--- src/verilog/svf_bank_mem.sv ---
// register bank with combinational read and reset clear; DEPTH must be at least 2
`timescale 1ns/1ns

module svf_bank_mem #(
	parameter type T_ENTRY = logic,
	parameter int DEPTH = 8,
	localparam int IDX_W = $clog2(DEPTH)
) (
	input logic clk,
	input logic rst,
	input logic i_wr,
	input logic [IDX_W-1:0] i_wr_idx,
	input T_ENTRY i_wr_data,
	input logic [IDX_W-1:0] i_rd_idx,
	output T_ENTRY o_rd_data
);

	T_ENTRY mem [DEPTH];

	always_ff @(posedge clk or posedge rst) begin
		if (rst) begin
			for (int i = 0; i < DEPTH; i++) begin
				mem[i] <= '0;
			end
		end else if (i_wr) begin
			mem[i_wr_idx] <= i_wr_data;
		end
	end

	// a write shows up on the read port after its edge
	assign o_rd_data = mem[i_rd_idx];

	// an unknown index hits no defined entry
	// non power of two depths leave index codes with no entry behind them
	a_wr_idx_range: assert property (@(posedge clk) disable iff (rst)
		i_wr |-> (!$isunknown(i_wr_idx) && (int'(i_wr_idx) < DEPTH)))
		else $error("bank write index %0d unknown or outside depth %0d", i_wr_idx, DEPTH);

endmodule

--- config.mk ---
export PLATFORM = sky130hd
export DESIGN_NAME = svf_bank_mem
export DESIGN_NICKNAME = d
export VERILOG_FILES = /design/src/verilog/svf_bank_mem.sv
export SDC_FILE = /design/constraint.sdc
export NUM_CORES = 1
export LEC_CHECK = 0
export ABC_AREA = 0
export ABC_CLOCK_PERIOD_IN_PS = 2100
export BUFFER_PORTS_ARGS = -buffer_cell sky130_fd_sc_hd__buf_2
export CAP_MARGIN = 10
export CORE_AREA = 2 2 39 41
export DETAILED_ROUTE_END_ITERATION = 6
export DIE_AREA = 0 0 41 43
export PLACE_DENSITY_LB_ADDON = 0.25
export SYNTH_ARGS = -nofsm -noshare
export SYNTH_HDL_FRONTEND = slang
export SYNTH_SLANG_ARGS = --single-unit
--- constraint.sdc ---
create_clock -name clk -period 2.1 [get_ports clk]
set_clock_uncertainty 0.15 [all_clocks]
set_input_delay 0.315 -clock clk [delete_from_list [all_inputs] [get_ports clk]]
set_output_delay 0.315 -clock clk [all_outputs]
set_load 0.01 [all_outputs]
Word level (Yosys, flattened, before mapping)

Cells that the tools add are included.

Input bits: 10
Output and inout bits: 1
Bits in registers: 8

Reductions and logical operators: 1
Muxes and demuxes: 6
Magnitude comparators: 3
Bitwise gates (word level): 2

Operators by type and width:

| cell                 | count |
|---|---|
| $bwmux W8            | 1 |
| $ge A4 B4 Y1 const B | 2 |
| $not A3 Y4           | 2 |
| $lt A4 B1 Y1 const B | 1 |
| $bmux W1 S3          | 1 |
| $demux W1 S3         | 1 |
| $mux W1              | 3 |
| $logic_and A1 B1 Y1  | 1 |

Depth between registers and ports, before layout

Depth in word-level cells: 6
Depth in mapped cells: 2
Depth with buffers taken out: 2

Worst setup path before layout

No wires, ideal clock.

Path kind: input to output
Start: input i_rd_idx[2]
End: output o_rd_data
Path buffers: 0
Arrival: 1117 ps
Path slack: 518 ps
Stages on the path: 2
Data required time: 1635 ps
Cells stage by stage: mux4_1 > mux2_2

Word-level cells in the longest chain between the ends: 4

Ends and longest elaborated chain:

| element                                    | RTL line | RTL |
|---|---|---|
| start: declaration                         | 14       | `input logic [IDX_W-1:0] i_rd_idx,` |
| $not A3 Y4 (not written as such)           | 31       | `assign o_rd_data = mem[i_rd_idx];` |
| $bmux W1 S3                                | 31       |  |
| $mux W1 (not written as such) (2 in a row) | 31       |  |
| end: declaration                           | 15       | `output T_ENTRY o_rd_data` |

Every way passes these cells. The select of a mux whose other input is x is not followed.

Final worst setup path

Start: register mem[6] (netlist name)
End: output o_rd_data

Word-level cells in the longest chain between the ends: 3

Ends and longest elaborated chain:

| element                                    | RTL line | RTL |
|---|---|---|
| start: declaration                         | 18       | `T_ENTRY mem [DEPTH];` |
| start signal: indexed assignment           | 26       | `mem[i_wr_idx] <= i_wr_data;` |
| $bmux W1 S3                                | 31       |  |
| $mux W1 (not written as such) (2 in a row) | 31       |  |

Every way passes these cells. The select of a mux whose other input is x is not followed.

==> impl_metrics.toml <==
[yosys]
yosysWarnings = 0
synthesis.area_sq_um = 437
synth_seq_area_share = 0.458
yosys.cell_types.count = 8
ys_ff_latch = 8
syn_inst = 28
syn_nets = 38
syn_avg_cell_area_sq_um = 15.6
synth_area_leaders = "dfrtp_1, mux2_2, mux4_1, and4bb_2, nand4b_1"
post-synth-top-area-cell = "dfrtp_1"
yosysTopAreaCellShare = 0.458

[power]
p_switching_mw = 0.0934
ir_drop_v = 0.000493
p_leak_nw = 0.235
clockPowerShare = 0.273
power.internal_mw = 0.313
p_per_area_mw_per_mm2 = 753
power_mw = 0.406
pwr-share-comb = 0.225
p_sw_frac = 0.230
seq_power_share = 0.502

[finish]
fin_nets = 54
antenna_cells = 0
drive_gt1_frac = 0.595
reg_top3 = "mem: 8 flops"
layout_common_cells = "buf_2, mux2_2, dfrtp_1"
seqCellArea_sq_um = 200
final_common_cell = "buf_2"
regMostFlops = "mem"
multi_input_area_sq_um = 233
final.fill_count = 127
syn2layout_area_growth_pct = 23.5
largest_reg_flops = 8
fin_util = 0.390

[grt]
grt_overflow = 0
grt_pass1_vias = 297
grt_antenna_before_repair = 0
grt_max_degree = 9
track_usage = 0.118
grt_first_pass_wirelength_microns = 1320

[sta]
worstMarginPinSlew_ps = 302
rsz0062_at_grt = "false"
post-route-min-period_ps = 1990
finalSetupViolCount = 0
slew_violations = 0
worst_slack_ps = 115
tns_ps = 0
max_slew_margin = 0.796
hold_viol_final = 0
hold_ws_ps = 247
fin_crit_sh = 0.945
fmax_ghz = 0.504

[route]
wl_per_cell_microns = 13.2
totalWireLength_microns = 768
ant_nets = 0
vias = 306
drt_first_pass_iters = 1
drc = 0
first_iter_violations = 0
via_per_inst = 5.28

[floorplan]
rows = 14
core_area_sq_mm = 0.00138
die_w_microns = 41
start_util = 0.316
dieHeight_microns = 43
die_area_sq_mm = 0.00176
io_pins = 11

[placement]
portBuffers = 10
gp_congestion = 0.780
dp_slack_ps = 276

[critical_path]
worstSetupPathType = "reg2out"
crit_path_top_delay_cell = "mux4_1"
cp.arrival_ps = 1520
cpPeakStageDelay_ps = 500
end_kind = "output port"
critPathRequiredTime_ps = 1630
critPathLaunchType = "register"
worstPathBufferInverterCount = 1
cp_max_fo = 2
crit_family = "multiplexers"
path_cells = "mux4_1 > mux2_2 > buf_2"

[clock_network]
clk_latency_ps = 240
hold_buffers = 1
cts_resized = 0
cts_tree = "yes"
cts_buffers = 3
root_buffer = "clkbuf_4"
numClockSinks = 8
cts_setup_buffers = 0
htreeDepth = 1
clockBufferDepth = 2
clkTransAtPathRegs_ps = 50

[worst_hold_path]
hold_path_class = "in2reg"

[run_status]
status = "complete, no violations"

[job]
max-cap-violations = 0
[cells by family (layout without fill, tap and decap cells)]
| logic type | after synthesis | in the layout | synth area share |
|---|---|---|---|
| buffers and inverters | 1 | 15 | 0.00859 |
| flip-flops | 8 | 8 | 0.458 |
| multiplexers | 11 | 11 | 0.352 |
| AND/OR/NAND/NOR | 8 | 8 | 0.181 |
[routing by layer]
metal | GRT usage | up-vias | part of all wire | routed length (microns)
met5 | 0 | - | 0 | 0
met1 | 0.143 | 148 | 0.43 | 330
li1 | - | 144 | - | -
met2 | 0.163 | 10 | 0.45 | 349
met3 | 0.0157 | 4 | 0.070 | 54
met4 | 0.120 | 0 | 0.044 | 34
[power groups by stage]
stage	Sequential (mW)	Clock (mW)	Combinational [mW]
detailed placement	0.206	0	0.0918
global placement	0.205	0	0.0883
CTS	0.203	0.118	0.0935
floorplan	0.200	0	0.0633
finish	0.204	0.111	0.0915
global route	0.207	0.129	0.102
[metrics by stage]
stage / instances / instance area (sq um)
6_report: 58 / 539
5_1_grt: 58 / 539
4_1_cts: 58 / 539
3_5_place_dp: 54 / 507
3_3_place_gp: 54 / 507
2_1_floorplan: 28 / 437
[synthesized netlist by cell type]
| library cell | n |
|---|---|
| and4bb_2 | 3 |
| dfrtp_1 | 8 |
| inv_1 | 1 |
| mux2_2 | 9 |
| mux4_1 | 2 |
| nand4_1 | 1 |
| nand4b_1 | 3 |
| nor4b_1 | 1 |
[path summary, 6_finish.rpt]
kind / cells after the start / startpoint / slack, ps / to
worst max-delay path: 3 / mem[6] / 110 / o_rd_data
worst min-delay path: 2 / i_wr_data / 250 / mem[4]
worst max register to register: 1 / mem[0] / 1190 / mem[0]
worst min register to register: 1 / mem[1] / 350 / mem[1]
max in group asynchronous: 3 / rst / 1170 / mem[2]
min in group asynchronous: 3 / rst / 400 / mem[6]
[final cells by class]
cell class	instances	area share
multi-input cells	19	0.432
clock buffers	3	0.0418
repair buffers	11	0.111
inverters	1	0.00696
flip-flops and latches	8	0.371
well taps	16	0.0371
Power figures use the tool's default switching activity.
