==> src/verilog/svf_consts.svh <==
// integer build constants; SVF_CHAN_W and SVF_NOTE_W must equal clog2 of SVF_NCHAN and SVF_NNOTES
`ifndef SVF_CONSTS_SVH
`define SVF_CONSTS_SVH

// voices and notes
`define SVF_NCHAN 8 // time-multiplexed voice channels
`define SVF_CHAN_W 3
`define SVF_NOTE_W 7 // midi note number
`define SVF_NNOTES 128 // one coefficient triple per note

// datapath widths
`define SVF_SAMPLE_W 24 // audio in and out
`define SVF_ACC_W 35 // integrator and coefficient word

// fixed point
// coefficients carry 31 fractional bits, so every product is
// shifted back by that amount before it is summed
`define SVF_FRAC 31
`define SVF_IN_SHIFT 9 // sample to state word headroom

// cycles from the accepting edge to the edge raising o_valid,
// also the minimum spacing between inputs of one channel
`define SVF_PIPE_LAT 3

`endif
==> src/verilog/svf_pkg.sv <==
// shared filter types; struct field order fixes the packed layout the host and testbench drive
`include "svf_consts.svh"

package svf_pkg;

	// scalar words
	typedef logic signed [`SVF_SAMPLE_W-1:0] sample_t;
	typedef logic signed [`SVF_ACC_W-1:0] acc_t;
	typedef logic signed [2*`SVF_ACC_W-1:0] prod_t; // full acc_t by acc_t product
	typedef logic [`SVF_NOTE_W-1:0] note_t;
	typedef logic [`SVF_CHAN_W-1:0] chan_t;

	// coefficient triple for one note, Q3.31
	typedef struct packed {
		acc_t a1;
		acc_t a2;
		acc_t a3;
	} coef_t;

	// per channel integrators plus the note they were built for
	typedef struct packed {
		acc_t ic1;
		acc_t ic2;
		note_t note;
	} chan_state_t;

	typedef struct packed {
		chan_t chan;
		note_t note;
		sample_t sample;
	} voice_in_t;

	typedef struct packed {
		chan_t chan;
		note_t note;
	} voice_tag_t;

	typedef struct packed {
		note_t note; // table row
		coef_t coef;
	} coef_wr_t;

endpackage

==> src/verilog/svf_voice_pipe.sv <==
// svf step control; one channel may not re-enter within SVF_PIPE_LAT-1 cycles, there is no state bypass
`timescale 1ns/1ns
`include "svf_consts.svh"

module svf_voice_pipe (
	input logic clk,
	input logic rst,
	input logic i_valid,
	input svf_pkg::voice_in_t i_voice,
	input svf_pkg::coef_t i_coef,
	input svf_pkg::chan_state_t i_state,
	input svf_pkg::acc_t i_a1_ic1,
	input svf_pkg::acc_t i_a2_v3,
	input svf_pkg::acc_t i_a2_ic1,
	input svf_pkg::acc_t i_a3_v3,
	output svf_pkg::note_t o_coef_idx,
	output svf_pkg::chan_t o_state_idx,
	output logic o_state_wr,
	output svf_pkg::chan_t o_state_wr_idx,
	output svf_pkg::chan_state_t o_state_wr_data,
	output svf_pkg::coef_t o_mac_coef,
	output svf_pkg::acc_t o_mac_ic1,
	output svf_pkg::acc_t o_mac_v3,
	output logic o_valid,
	output svf_pkg::voice_tag_t o_tag,
	output svf_pkg::sample_t o_sample
);

	svf_pkg::voice_in_t r_in; // accepted input, addresses both banks
	logic r_in_valid;
	logic note_hit;
	svf_pkg::acc_t cur_ic1;
	svf_pkg::acc_t cur_ic2;
	svf_pkg::acc_t x;
	svf_pkg::acc_t v3;

	logic s1_valid;
	svf_pkg::voice_tag_t s1_tag;
	svf_pkg::coef_t s1_coef;
	svf_pkg::acc_t s1_ic1;
	svf_pkg::acc_t s1_ic2;
	svf_pkg::acc_t s1_v3;

	logic s2_valid; // lines up with the multiply results
	svf_pkg::voice_tag_t s2_tag;
	svf_pkg::acc_t s2_ic1;
	svf_pkg::acc_t s2_ic2;

	svf_pkg::acc_t v1;
	svf_pkg::acc_t v2;
	svf_pkg::acc_t new_ic1;
	svf_pkg::acc_t new_ic2;

	assign o_coef_idx = r_in.note;
	assign o_state_idx = r_in.chan;

	// a new note restarts the voice from zero integrators
	always_comb begin
		note_hit = (i_state.note == r_in.note);
		cur_ic1 = note_hit ? i_state.ic1 : '0;
		cur_ic2 = note_hit ? i_state.ic2 : '0;
		x = svf_pkg::acc_t'(r_in.sample) <<< `SVF_IN_SHIFT;
		v3 = x - cur_ic2;
	end

	assign o_mac_coef = s1_coef;
	assign o_mac_ic1 = s1_ic1;
	assign o_mac_v3 = s1_v3;

	// trapezoidal update, all sums wrap at the state word width
	always_comb begin
		v1 = i_a1_ic1 + i_a2_v3;
		v2 = s2_ic2 + i_a2_ic1 + i_a3_v3;
		new_ic1 = (v1 <<< 1) - s2_ic1;
		new_ic2 = (v2 <<< 1) - s2_ic2;
	end

	assign o_state_wr = s2_valid;
	assign o_state_wr_idx = s2_tag.chan;
	assign o_state_wr_data = '{ic1: new_ic1, ic2: new_ic2, note: s2_tag.note};

	always_ff @(posedge clk or posedge rst) begin
		if (rst) begin
			r_in_valid <= 1'b0;
			s1_valid <= 1'b0;
			s2_valid <= 1'b0;
			o_valid <= 1'b0;
		end else begin
			r_in_valid <= i_valid;
			s1_valid <= r_in_valid;
			s2_valid <= s1_valid;
			o_valid <= s2_valid;
		end
	end

	always_ff @(posedge clk) begin
		r_in <= i_voice;
		s1_tag <= '{chan: r_in.chan, note: r_in.note};
		s1_coef <= i_coef;
		s1_ic1 <= cur_ic1;
		s1_ic2 <= cur_ic2;
		s1_v3 <= v3;
		s2_tag <= s1_tag;
		s2_ic1 <= s1_ic1;
		s2_ic2 <= s1_ic2;
		o_tag <= s2_tag;
		o_sample <= svf_pkg::sample_t'(v2 >>> `SVF_IN_SHIFT); // low 24 bits of the rescaled v2
	end

	// writeback lands SVF_PIPE_LAT edges after acceptance, earlier re-entry reads stale state
	for (genvar k = 1; k < `SVF_PIPE_LAT; k++) begin : g_spacing
		a_chan_spacing: assert property (@(posedge clk) disable iff (rst)
			(i_valid && $past(i_valid, k)) |-> (i_voice.chan != $past(i_voice.chan, k)))
			else $error("channel %0d re-entered %0d cycles after its last input", i_voice.chan, k);
	end

	a_valid_known: assert property (@(posedge clk) disable iff (rst) !$isunknown(o_valid))
		else $error("o_valid unknown after reset");

endmodule

==> config.mk <==
export PLATFORM = sky130hd
export DESIGN_NAME = svf_voice_pipe
export DESIGN_NICKNAME = d
export VERILOG_FILES = /design/src/verilog/svf_pkg.sv /design/src/verilog/svf_voice_pipe.sv
export VERILOG_INCLUDE_DIRS = /design/src /design/src/verilog
export SDC_FILE = /design/constraint.sdc
export NUM_CORES = 1
export LEC_CHECK = 0
export BUFFER_PORTS_ARGS = -buffer_cell sky130_fd_sc_hd__buf_2
export CAP_MARGIN = 20
export CORE_AREA = 2 2 256 258
export DETAILED_ROUTE_END_ITERATION = 8
export DIE_AREA = 0 0 258 260
export GPL_ROUTABILITY_DRIVEN = 0
export GPL_TIMING_DRIVEN = 1
export PLACE_DENSITY = 0.56
export SLEW_MARGIN = 20
export SYNTH_ARGS = -nofsm -noshare
export SYNTH_HDL_FRONTEND = slang
export SYNTH_SLANG_ARGS = --single-unit
==> constraint.sdc <==
create_clock -name clk -period 16.4 [get_ports clk]
set_input_delay 0.82 -clock clk [delete_from_list [all_inputs] [get_ports clk]]
set_output_delay 0.82 -clock clk [all_outputs]
set_load 0.03 [all_outputs]
== Yosys cells after proc, flatten, opt, wreduce, memory -nomap -nowiden ==
Cells that the tools add are included.

* Bits in registers: 372
* Input port bits: 359
* Output and inout port bits: 301
* Logic and storage cells: 30

* Add/subtract/negate cells: 6
* Equality and inequality tests: 1
* Multiplexer cells: 1

{| class="wikitable"
|+ Operators by type and width
! kind !! count
|-
| $add A34 B34 Y34 || 3
|-
| $sub A35 B35 Y35 || 2
|-
| $mux W35 || 1
|-
| $sub A33 B35 Y35 || 1
|-
| $eq A7 B7 Y1 || 1
|}

== Depth between registers and ports, before layout ==
Gate-level depths: netlist of the first run.

* Depth in word-level cells: 3
* Mapped depth: 25
* Depth with buffers taken out: 25

== Worst setup path before layout of the first run ==
OpenSTA, ideal clock, no wires.

* Kind: in2out
* Start: input i_a2_ic1[1]
* End: output o_state_wr_data[38] (netlist name)
* Data arrival time: 5,792 ps
* Data required time: 15,580 ps
* Slack: 9,788 ps
* Stages on the path: 22
* Buffers on the path: 0
* Cell sequence: fa_1 ha_1 inv_1 fa_1 nand2b_1 a2111oi_0 o31ai_1 a21oi_1 and4_1 nor2_1 xnor2_1 ha_1 a21o_1 a21o_1 a2111oi_0 o2111ai_1 a31oi_1 o21ai_0 nand2b_1 a31o_2 a21oi_1 xnor2_1

{| class="wikitable"
|+ RTL lines
! what !! line !! RTL
|-
| from (decl) || svf_voice_pipe.sv:14 || <nowiki>input svf_pkg::acc_t i_a2_ic1,</nowiki>
|-
| to (decl) || svf_voice_pipe.sv:20 || <nowiki>output svf_pkg::chan_state_t o_state_wr_data,</nowiki>
|}

==> reports/results.ini, run 1 <==
[detailed_routing]
routed-via-count=14590
drt_wl_total_mm=58.71
first_pass_iters=5
drt_iter0_drc=633
viasPerCell=4.466
antenna_left=0
drc=0
wl_per_cell_um=17.98

[final_layout]
fin_area_um2=22750
post-route-util_pct=35.49
drive_gt1_share_pct=31.28
layout_common_cells=buf_2 (655), dfxtp_1 (367), ha_1 (158), inv_1 (139), a21oi_1 (121)
fin_cells=3266
final_common_cell=buf_2
final_nets=2925
area_growth_pct=34.76

[global_routing]
track_usage_pct=16.77
grt_max_degree=41
grt_overflow_total=0
antenna_found_initial=8
grt_pass1_vias=15260
grt_pass1_wl_mm=86.70

[sta]
worstMarginPinSlew_ns=0.8697
setup_tns_ns=0
rsz0062_at_grt=no
period_needed_ns=8.000
period_share_pct=48.78
slew-limit-headroom_pct=41.28
drv_slew=0
setup_viol=0
fmax_ghz=0.1250
skew_ns=0.03903
finalHoldViolCount=0

[critical_path]
critPathTopFamily=compound AO/OA/AOI/OAI gates
worstPathArrival_ns=7.18
cp.required_ns=15.58
crit_chain=buf_2 -> fa_1 -> ha_1 -> inv_1 -> fa_1 -> nand2b_1 -> a2111oi_0 -> o31ai_1 -> a21oi_1 -> and4_1 -> nor2_1 -> xnor2_1 -> ha_1 -> a21o_1 -> a21o_1 -> a2111oi_0 -> o2111ai_1 -> a31oi_1 -> o21ai_0 -> nand2b_1 -> a31o_2 -> a21oi_1 -> xnor2_1 -> buf_2
cp_max_fo=6
start_kind=primary input
worstSetupEndpointType=output port
worstSetupPathType=primary input to output port
cpPeakStageDelay_ns=0.59
ff2ff_path_depth=16
cp.depth=24
cp_num_buf_inv=3
cp_slowest_cell=a2111oi_0

[floorplan]
core_um2=64120
die_x_um=258
rows=93
dieHeight_um=260
dieArea_um2=67080
start_util_pct=26.33
ios=660

[yosys]
ys_async_sr_fraction_pct=1.078
ys_seq_area_share_pct=44.11
yosysWarnings=0
synth-seq-cells=371
synth_edf_count=0
synth_top_area_cell=dfxtp_1
post-synth-top-area-fraction_pct=43.52
syn_area_um2=16880
synth_area_per_cell_um2=9.937
syn_nets=2252
ys.flop_type=dfxtp_1
ys_top_cells_by_area=dfxtp_1 (44%), ha_1 (12%), xnor2_1 (5.7%)
netlist_instances=1699
synth.distinct_cells=67

[pwr]
power.density_nw_per_um2=142.2
ir_drop_mv=0.09199
p_leak_nw=10.74

[clock_tree]
cts.repair.resized=0
cts_setup_buffers=0
cts_made_buffers=44
cts_tree=done
cts.clk_slew.worst_paths_ns=0.06
holdBufCountCts=0
clock_sinks=371
root_buffer=clkbuf_16
clk_latency_ns=0.60
htree_levels=2
clockBufferDepth=3

[placement]
hpwl_mm=49.50
portBuffers=655
dpl-instance-area_um2=21090
dp_cells=3181

[run_status]
status=completed

[flow_run]
maxCapViolCount=0

[hold_path]
hp-class=primary input to async pin

power by group:
part	total [W]	leakage, nW	switching [W]	internal [W]
clock	0.00109	0.790	0.000415	0.000673
sequential	0.000970	3.09	0.0000162	0.000954
combinational	0.00118	6.86	0.000783	0.000393
total	0.00323	10.7	0.00121	0.00202
layer usage:
layer / global-route usage (%) / share of wire, % / up-vias
met5: 0 / 0.058 / -
met4: 6.085 / 3.2 / 6
met3: 4.366 / 6.6 / 96
met2: 31.50 / 52 / 502
met1: 17.98 / 38 / 6759
li1: - / - / 7224
synth_stat cells, types with 26 or more instances:
master    instances
a21o_1           60
a21oi_1         121
and2_1           48
dfxtp_1         367
fa_1             36
ha_1            158
inv_1           139
nand2_1          90
nand3_1          27
nor2_1           94
nor3_1           31
o21ai_0          72
o21bai_1         26
xnor2_1         110
xor2_1           46
through the flow:
stage	total power (W)	hold WS, ns	setup slack, ns
after floorplan	0.001788	0.3096	9.788
after global placement	0.002156	0.3103	8.363
after detailed placement	0.002168	0.3121	8.430
after CTS	0.003276	0.04990	8.366
after global routing	0.003398	0.07466	7.972
final	0.003235	0.09285	8.400
worst paths after layout:
kind | from | endpoint | slack [ns]
worst max-delay path | i_a2_ic1[1] | o_state_wr_data[38] | 8.40
worst min-delay path | rst | o_valid$_DFF_PP0_ | 0.09
worst max register to register | o_coef_idx[6]$_DFF_P_ | o_mac_v3[34]$_DFF_P_ | 10.75
worst min register to register | s1_ic2[9]$_DFF_P_ | s2_ic2[9]$_DFF_P_ | 0.32
max in group asynchronous | rst | o_state_wr$_DFF_PP0_ | 16.15
min in group clk | i_coef[47] | o_mac_coef[47]$_DFF_P_ | 0.32
flip-flops by register name (all words and copies together) (netlist names), 10 cells and up:
| register | flops |
|---|---|
| o_mac_coef | 105 |
| o_mac_ic1 | 35 |
| s1_ic2 | 35 |
| s2_ic1 | 35 |
| s2_ic2 | 35 |
| o_mac_v3 | 34 |
| o_sample | 24 |
| r_in | 24 |
| o_tag | 10 |
| s1_tag | 10 |
area by class of cell:
cell class	instances	area (µm²)
antenna	4	10.01
clock buffer	60	1261
clock inverter	21	392.9
fill	6558	41360
inverter	139	521.8
multi-input combinational	1160	8765
sequential	371	7447
tap	855	1070
timing repair buffer	656	3286
logic make-up after synthesis:
family / after synthesis / share of synthesized area, %
AO/OA/AOI/OAI: 407 / 15.82
AND/OR/NAND/NOR: 400 / 11.80
flip-flops: 371 / 44.11
adder cells (fa/ha/maj): 194 / 15.98
buffers and inverters: 168 / 4.024
XOR/XNOR: 156 / 8.092
multiplexers: 3 / 0.1779
Power figures use the tool's default switching activity.
==> inputs of run 2 (changes only) <==
- clock period: 16.4 -> 7.5 ns (I/O delays scaled with it)
==> reports/results.ini, run 2 (synthesized netlist as in run 1, its figures left out) <==
[final_layout]
area_growth_pct=46.38  ; was 34.76%
post-route-util_pct=38.55  ; was 35.49%
drive_gt1_share_pct=29.13  ; was 31.28%
fill_cells=6288  ; was 6,558
final_common_cell=buf_2  ; unchanged
largest_reg_flops=105  ; unchanged
layout_common_cells=buf_2 (655), dfxtp_1 (367), dlygate4sd3_1 (195), ha_1 (158), inv_1 (139)  ; was buf_2 (655), dfxtp_1 (367), ha_1 (158), inv_1 (139), a21oi_1 (121)
final_nets=3121  ; was 2,925
fin_cells=3462  ; was 3,266

[critical_path]
reg2reg_setup_slack_ns=2.60  ; was 10.75 ns
cp.required_ns=7.12  ; was 15.58 ns
worstSetupPathType=flop to output port  ; was primary input to output port
reg2reg_to=o_mac_v3[34]$_DFF_P_  ; unchanged
cp_num_buf_inv=2  ; was 3
cpPeakStageDelay_ns=0.54  ; was 0.59 ns
worstPathArrival_ns=6.87  ; was 7.18 ns
crit_chain=fa_1 -> ha_1 -> inv_1 -> fa_1 -> nand2b_1 -> a2111oi_2 -> o31ai_1 -> a21oi_1 -> and4_1 -> nor2_1 -> xnor2_1 -> ha_1 -> a21o_1 -> a21o_1 -> a2111oi_0 -> o2111ai_1 -> a31oi_1 -> o21ai_0 -> nand2b_1 -> a31o_2 -> a21oi_1 -> xnor2_1 -> buf_2  ; was buf_2 -> fa_1 -> ha_1 -> inv_1 -> fa_1 -> nand2b_1 -> a2111oi_0 -> o31ai_1 -> a21oi_1 -> and4_1 -> nor2_1 -> xnor2_1 -> ha_1 -> a21o_1 -> a21o_1 -> a2111oi_0 -> o2111ai_1 -> a31oi_1 -> o21ai_0 -> nand2b_1 -> a31o_2 -> a21oi_1 -> xnor2_1 -> buf_2
critPathTopFamily=compound AO/OA/AOI/OAI gates  ; unchanged
ff2ff_path_depth=16  ; unchanged
r2r_start=o_coef_idx[6]$_DFF_P_  ; unchanged
cp_max_fo=6  ; unchanged
cp_slowest_cell=a2111oi_0  ; unchanged
start_kind=flop  ; was primary input
worstSetupEndpointType=output port  ; unchanged

[detailed_routing]
viasPerCell=4.486  ; was 4.466
drt_iter0_drc=615  ; was 633
first_pass_iters=5  ; unchanged
wl_per_cell_um=17.83  ; was 17.98 µm
routed-via-count=15530  ; was 14,590
drc=0  ; unchanged
drt_wl_total_mm=61.72  ; was 58.71 mm
antenna_left=0  ; unchanged

[sta]
fmax_ghz=0.1380
worstMarginPinSlew_ns=0.8893  ; was 0.8697 ns
period_share_pct=96.58
skew_ns=0.03626  ; was 0.03903 ns
hold_ws_ns=0.03523  ; was 0.09285 ns
slew-limit-headroom_pct=39.96  ; was 41.28%
finalHoldViolCount=0  ; unchanged
setup_tns_ns=0  ; unchanged
layout_setup_ws_ns=0.2561  ; was 8.400 ns
period_needed_ns=7.244
setup_viol=0  ; unchanged
drv_slew=0  ; unchanged

[clock_tree]
htree_levels=2  ; unchanged
cts_setup_buffers=0  ; unchanged
root_buffer=clkbuf_16  ; unchanged
cts.clk_slew.worst_paths_ns=0.05  ; was 0.06 ns
cts_made_buffers=44  ; unchanged
clock_sinks=371  ; unchanged
clockBufferDepth=3  ; unchanged
clk_latency_ns=0.60  ; about the same
cts_tree=done  ; unchanged

[floorplan]
ios=660  ; unchanged
start_util_pct=26.33  ; unchanged
die_x_um=258  ; unchanged
rows=93  ; unchanged
core_um2=64120  ; unchanged
dieHeight_um=260  ; unchanged
dieArea_um2=67080  ; unchanged

[global_routing]
grt_pass1_wl_mm=89.96  ; was 86.70 mm
grt_max_degree=40  ; was 41
antenna_found_initial=5  ; was 8
grt_pass1_vias=16380  ; was 15,260
track_usage_pct=17.46  ; was 16.77%
grt_overflow_total=0  ; unchanged

[placement]
portBuffers=655  ; unchanged
hpwl_mm=49.97  ; was 49.50 mm
place_worst_setup_slack_ns=0.4945  ; was 8.430 ns
dp_cells=3182  ; was 3,181

[hold_path]
hp-class=primary input to flop  ; was primary input to async pin
worstHoldEndpoint=s1_ic2[26]$_DFF_P_
min_from=i_state[33]
whs_path_depth=3

[pwr]
p_leak_nw=11.57  ; was 10.74 nW
power.density_nw_per_um2=290.8  ; was 142.2 nW/µm²
ir_drop_mv=0.2131  ; was 0.09199 mV

[flow_run]
maxCapViolCount=0  ; unchanged

[run_status]
status=completed  ; unchanged

run 2: tightest hold or removal path: cells and delay by family:
kind / cells / cell delay (ns)
buffers and inverters: 2 / 0.13
AND/OR/NAND/NOR: 1 / 0.07
run 2: how the worst max path moves through the flow:
| stage | from | to | slack [ns] | depth (start not counted) |
|---|---|---|---|---|
| final | s2_ic2[1]$_DFF_P_ | o_state_wr_data[38] | 0.26 | 23 |
| after global routing | s2_ic2[1]$_DFF_P_ | o_state_wr_data[38] | -0.006 | 23 |
| after CTS | s2_ic2[1]$_DFF_P_ | o_state_wr_data[38] | 0.003 | 23 |
| after detailed placement | i_a2_ic1[1] | o_state_wr_data[38] | 0.49 | 24 |
| after global placement | i_a2_ic1[1] | o_state_wr_data[38] | 0.59 | 24 |
| after floorplan | i_a2_ic1[1] | o_state_wr_data[38] | 1.78 | 22 |
run 2: through the flow:
| stage | power [W] | cell area, µm² |
|---|---|---|
| floorplan | 0.003909 | 16880 |
| global placement | 0.004717 | 21100 |
| detailed placement | 0.004745 | 21100 |
| CTS | 0.007262 | 24700 |
| global route | 0.007542 | 24720 |
| finish | 0.007186 | 24720 |
run 2: power by group:
| part | switching [W] | internal, W | leakage, nW |
|---|---|---|---|
| Clock | 0.000922 | 0.00148 | 0.803 |
| Combinational | 0.00174 | 0.000927 | 7.68 |
| Sequential | 0.0000353 | 0.00209 | 3.09 |
run 2: what timing repair did:
| item | CTS | global route |
|---|---|---|
| hold buffers | 195 | 0 |
| endpoints found under the hold margin | 198 | 0 |
| endpoints found under the setup margin | 0 | 3 |
| gates resized for setup | 0 | 2 |
run 2: area by class of cell:
type                            count  area [µm²]  share of cell area [%]
Antenna cell                        5       12.51                 0.05063
Clock buffer                       50        1164                   4.708
Clock inverter                     30       484.2                   1.959
Inverter                          139       521.8                   2.111
Multi-Input combinational cell   1160        8771                   35.49
Sequential cell                   371        7447                   30.13
Tap cell                          855        1070                   4.328
Timing Repair Buffer              852        5245                   21.22
run 2: layer usage:
metal | vias up | routed length (µm) | track usage, %
met5 | - | 0 | 0
met4 | 0 | 3796 | 10.90
met3 | 148 | 3990 | 4.201
met2 | 561 | 30740 | 31.75
met1 | 7195 | 23190 | 18.05
li1 | 7626 | - | -
==> inputs of run 3 (changes only) <==
- ABC_CLOCK_PERIOD_IN_PS: not set -> 7500
- CORE_AREA: 2 2 256 258 -> 2 2 254 256
- DIE_AREA: 0 0 258 260 -> 0 0 256 258
- PLACE_DENSITY: 0.56 -> 0.57
==> reports/results.ini, run 3 (synthesized netlist as in run 1, its figures left out) <==
[final_layout]
final_nets=3104  ; was 3,121
largest_reg_flops=105  ; unchanged
area_growth_pct=44.54  ; was 46.38%
drive_gt1_share_pct=29.26  ; was 29.13%
fin_area_um2=24400  ; was 24,720 µm²
final_common_cell=buf_2  ; unchanged
layout_common_cells=buf_2 (655), dfxtp_1 (367), dlygate4sd3_1 (179), ha_1 (158), inv_1 (139)  ; was buf_2 (655), dfxtp_1 (367), dlygate4sd3_1 (195), ha_1 (158), inv_1 (139)
fill_cells=6267  ; was 6,288

[clock_tree]
root_buffer=clkbuf_16  ; unchanged
clockBufferDepth=3  ; unchanged
clk_latency_ns=0.57  ; was 0.60 ns
cts_setup_buffers=0  ; unchanged
clock_sinks=371  ; unchanged
htree_levels=2  ; unchanged
cts_made_buffers=43  ; was 44
cts_tree=done  ; unchanged
cts.clk_slew.worst_paths_ns=0.06  ; was 0.05 ns

[sta]
skew_ns=0.02342  ; was 0.03626 ns
rsz0062_at_grt=no
hold_ws_ns=0.03339  ; was 0.03523 ns
period_share_pct=93.04  ; was 96.58%
slew-limit-headroom_pct=42.92  ; was 39.96%
period_needed_ns=6.978  ; was 7.244 ns
layout_setup_ws_ns=0.5223  ; was 0.2561 ns
setup_viol=0  ; unchanged
setup_tns_ns=0  ; unchanged
fmax_ghz=0.1433  ; was 0.1380 GHz
drv_slew=0  ; unchanged
worstMarginPinSlew_ns=0.8455  ; was 0.8893 ns
finalHoldViolCount=0  ; unchanged

[detailed_routing]
antenna_left=0  ; unchanged
drc=0  ; unchanged
first_pass_iters=6  ; was 5
drt_iter0_drc=608  ; was 615
viasPerCell=4.529  ; was 4.486
routed-via-count=15590  ; was 15,530
wl_per_cell_um=18.01  ; was 17.83 µm
drt_wl_total_mm=62.00  ; was 61.72 mm

[critical_path]
worstSetupEndpointType=output port  ; unchanged
cp_max_fo=6  ; unchanged
worstPathArrival_ns=6.60  ; was 6.87 ns
start_kind=flop  ; unchanged
cp.required_ns=7.12  ; about the same
cpPeakStageDelay_ns=0.49  ; was 0.54 ns
crit_chain=fa_1 -> ha_1 -> inv_1 -> fa_1 -> nand2b_1 -> a2111oi_2 -> o31ai_1 -> a21oi_2 -> and4_1 -> nor2_1 -> xnor2_1 -> ha_1 -> a21o_1 -> a21o_1 -> a2111oi_1 -> o2111ai_1 -> a31oi_1 -> o21ai_0 -> nand2b_1 -> a31o_2 -> a21oi_1 -> xnor2_1 -> buf_2  ; was fa_1 -> ha_1 -> inv_1 -> fa_1 -> nand2b_1 -> a2111oi_2 -> o31ai_1 -> a21oi_1 -> and4_1 -> nor2_1 -> xnor2_1 -> ha_1 -> a21o_1 -> a21o_1 -> a2111oi_0 -> o2111ai_1 -> a31oi_1 -> o21ai_0 -> nand2b_1 -> a31o_2 -> a21oi_1 -> xnor2_1 -> buf_2
worstSetupPathType=flop to output port  ; unchanged
cp_slowest_cell=fa_1  ; was a2111oi_0

[flow_run]
maxCapViolCount=0  ; unchanged

[floorplan]
dieArea_um2=66050  ; was 67,080 µm²
rows=93  ; unchanged
ios=660  ; unchanged
start_util_pct=26.53  ; was 26.33%
die_x_um=256  ; was 258 µm
dieHeight_um=258  ; was 260 µm
core_um2=63650  ; was 64,120 µm²

[pwr]
ir_drop_mv=0.1757  ; was 0.2131 mV
p_sw_share_pct=38.36  ; was 37.53%
power.density_nw_per_um2=285.5  ; was 290.8 nW/µm²
p_switching_w=0.002672  ; was 0.002697 W
internal_power_w=0.004294  ; was 0.004489 W
combPwrFrac_pct=38.2  ; was 37.1%
clkPwrFrac_pct=31.3  ; was 33.4%
p_seq_share_pct=30.5  ; was 29.5%
p_leak_nw=11.41  ; was 11.57 nW

[run_status]
status=completed  ; unchanged

[global_routing]
grt_overflow_total=0  ; unchanged
grt_max_degree=40  ; unchanged
antenna_found_initial=7  ; was 5
track_usage_pct=17.92  ; was 17.46%
grt_pass1_vias=16300  ; was 16,380
grt_pass1_wl_mm=92.55  ; was 89.96 mm

[placement]
dpl-instance-area_um2=21100  ; unchanged
portBuffers=655  ; unchanged
hpwl_mm=50.39  ; was 49.97 mm
place_worst_setup_slack_ns=0.4951  ; was 0.4945 ns

[hold_path]
hp-class=primary input to flop  ; unchanged

[run 3: cell types whose count changed in the layout (fill, tap and decap cells not counted), sizes merged]
cell | previous run | this run
clkbuf | 50 | 54
clkinv | 16 | 9
bufinv | 10 | 4
clkinvlp | 3 | 7
diode | 5 | 4
inv | 140 | 143
dlygate4sd3 | 195 | 179
[run 3: critical path, delay by kind of cell, from the launching register on]
family                   cells  cell delay, ns
flip-flops                   1            0.33
AND/OR/NAND/NOR              4            0.77
buffers and inverters        2            0.29
XOR/XNOR                     2            0.28
adder cells (fa/ha/maj)      4            1.50
AO/OA/AOI/OAI               11            2.86
[run 3: final cells by class]
type	instances	area [µm²]	share of cell area [%]
clock buffer	54	1197	4.907
antenna	4	10.01	0.04102
multi-input combinational	1160	8776	35.96
sequential	371	7447	30.52
timing repair buffer	836	5085	20.84
inverter	139	521.8	2.138
clock inverter	24	296.5	1.215
tap	855	1070	4.384
[run 3: per-layer routing]
layer	vias to the layer above	GRT usage (%)	wire length [µm]
li1	7595	-	-
met1	7311	19.18	23750
met2	558	34.11	32190
met3	121	3.583	3590
met4	8	7.521	2419
met5	-	0	52
[run 3: power groups by stage]
stage | Clock (W) | Combinational (W) | Sequential [W]
2_1_floorplan | 0 | 0.00155 | 0.00236
3_3_place_gp | 0 | 0.00255 | 0.00217
3_5_place_dp | 0 | 0.00258 | 0.00217
4_1_cts | 0.00225 | 0.00267 | 0.00212
5_1_grt | 0.00232 | 0.00286 | 0.00213
6_report | 0.00218 | 0.00266 | 0.00212
[run 3: path summary, 6_finish.rpt]
check	slack, ns	to	cells past startpoint	from
setup / recovery	0.52	o_state_wr_data[38]	23	s2_ic2[1]$_DFF_P_
hold / removal	0.03	o_mac_ic1[28]$_SDFF_PP0_	2	i_state[70]
setup reg to reg	2.35	o_mac_v3[34]$_DFF_P_	16	o_coef_idx[2]$_DFF_P_
hold reg to reg	0.32	o_state_wr_idx[1]$_DFF_P_	0	s1_tag[8]$_DFF_P_
max in group asynchronous	7.10	s1_valid$_DFF_PP0_	3	rst
min in group asynchronous	0.24	o_state_wr$_DFF_PP0_	3	rst
[run 3: per-stage QoR]
stage | util (%) | std cells | total power [W]
6_report | 38.34 | 3443 | 0.006966
5_1_grt | 38.33 | 3441 | 0.007314
3_5_place_dp | 33.14 | 3182 | 0.004751
4_1_cts | 38.31 | 3439 | 0.007046
2_1_floorplan | - | 1699 | 0.003909
3_3_place_gp | 33.14 | 3182 | 0.004718
[run 3: what timing repair did]
| item | 4_1_cts | 5_1_grt |
|---|---|---|
| resized for setup | 0 | 4 |
| setup endpoints to repair | 0 | 6 |
| hold buffers | 179 | 0 |
| endpoints found under the hold margin | 182 | 0 |
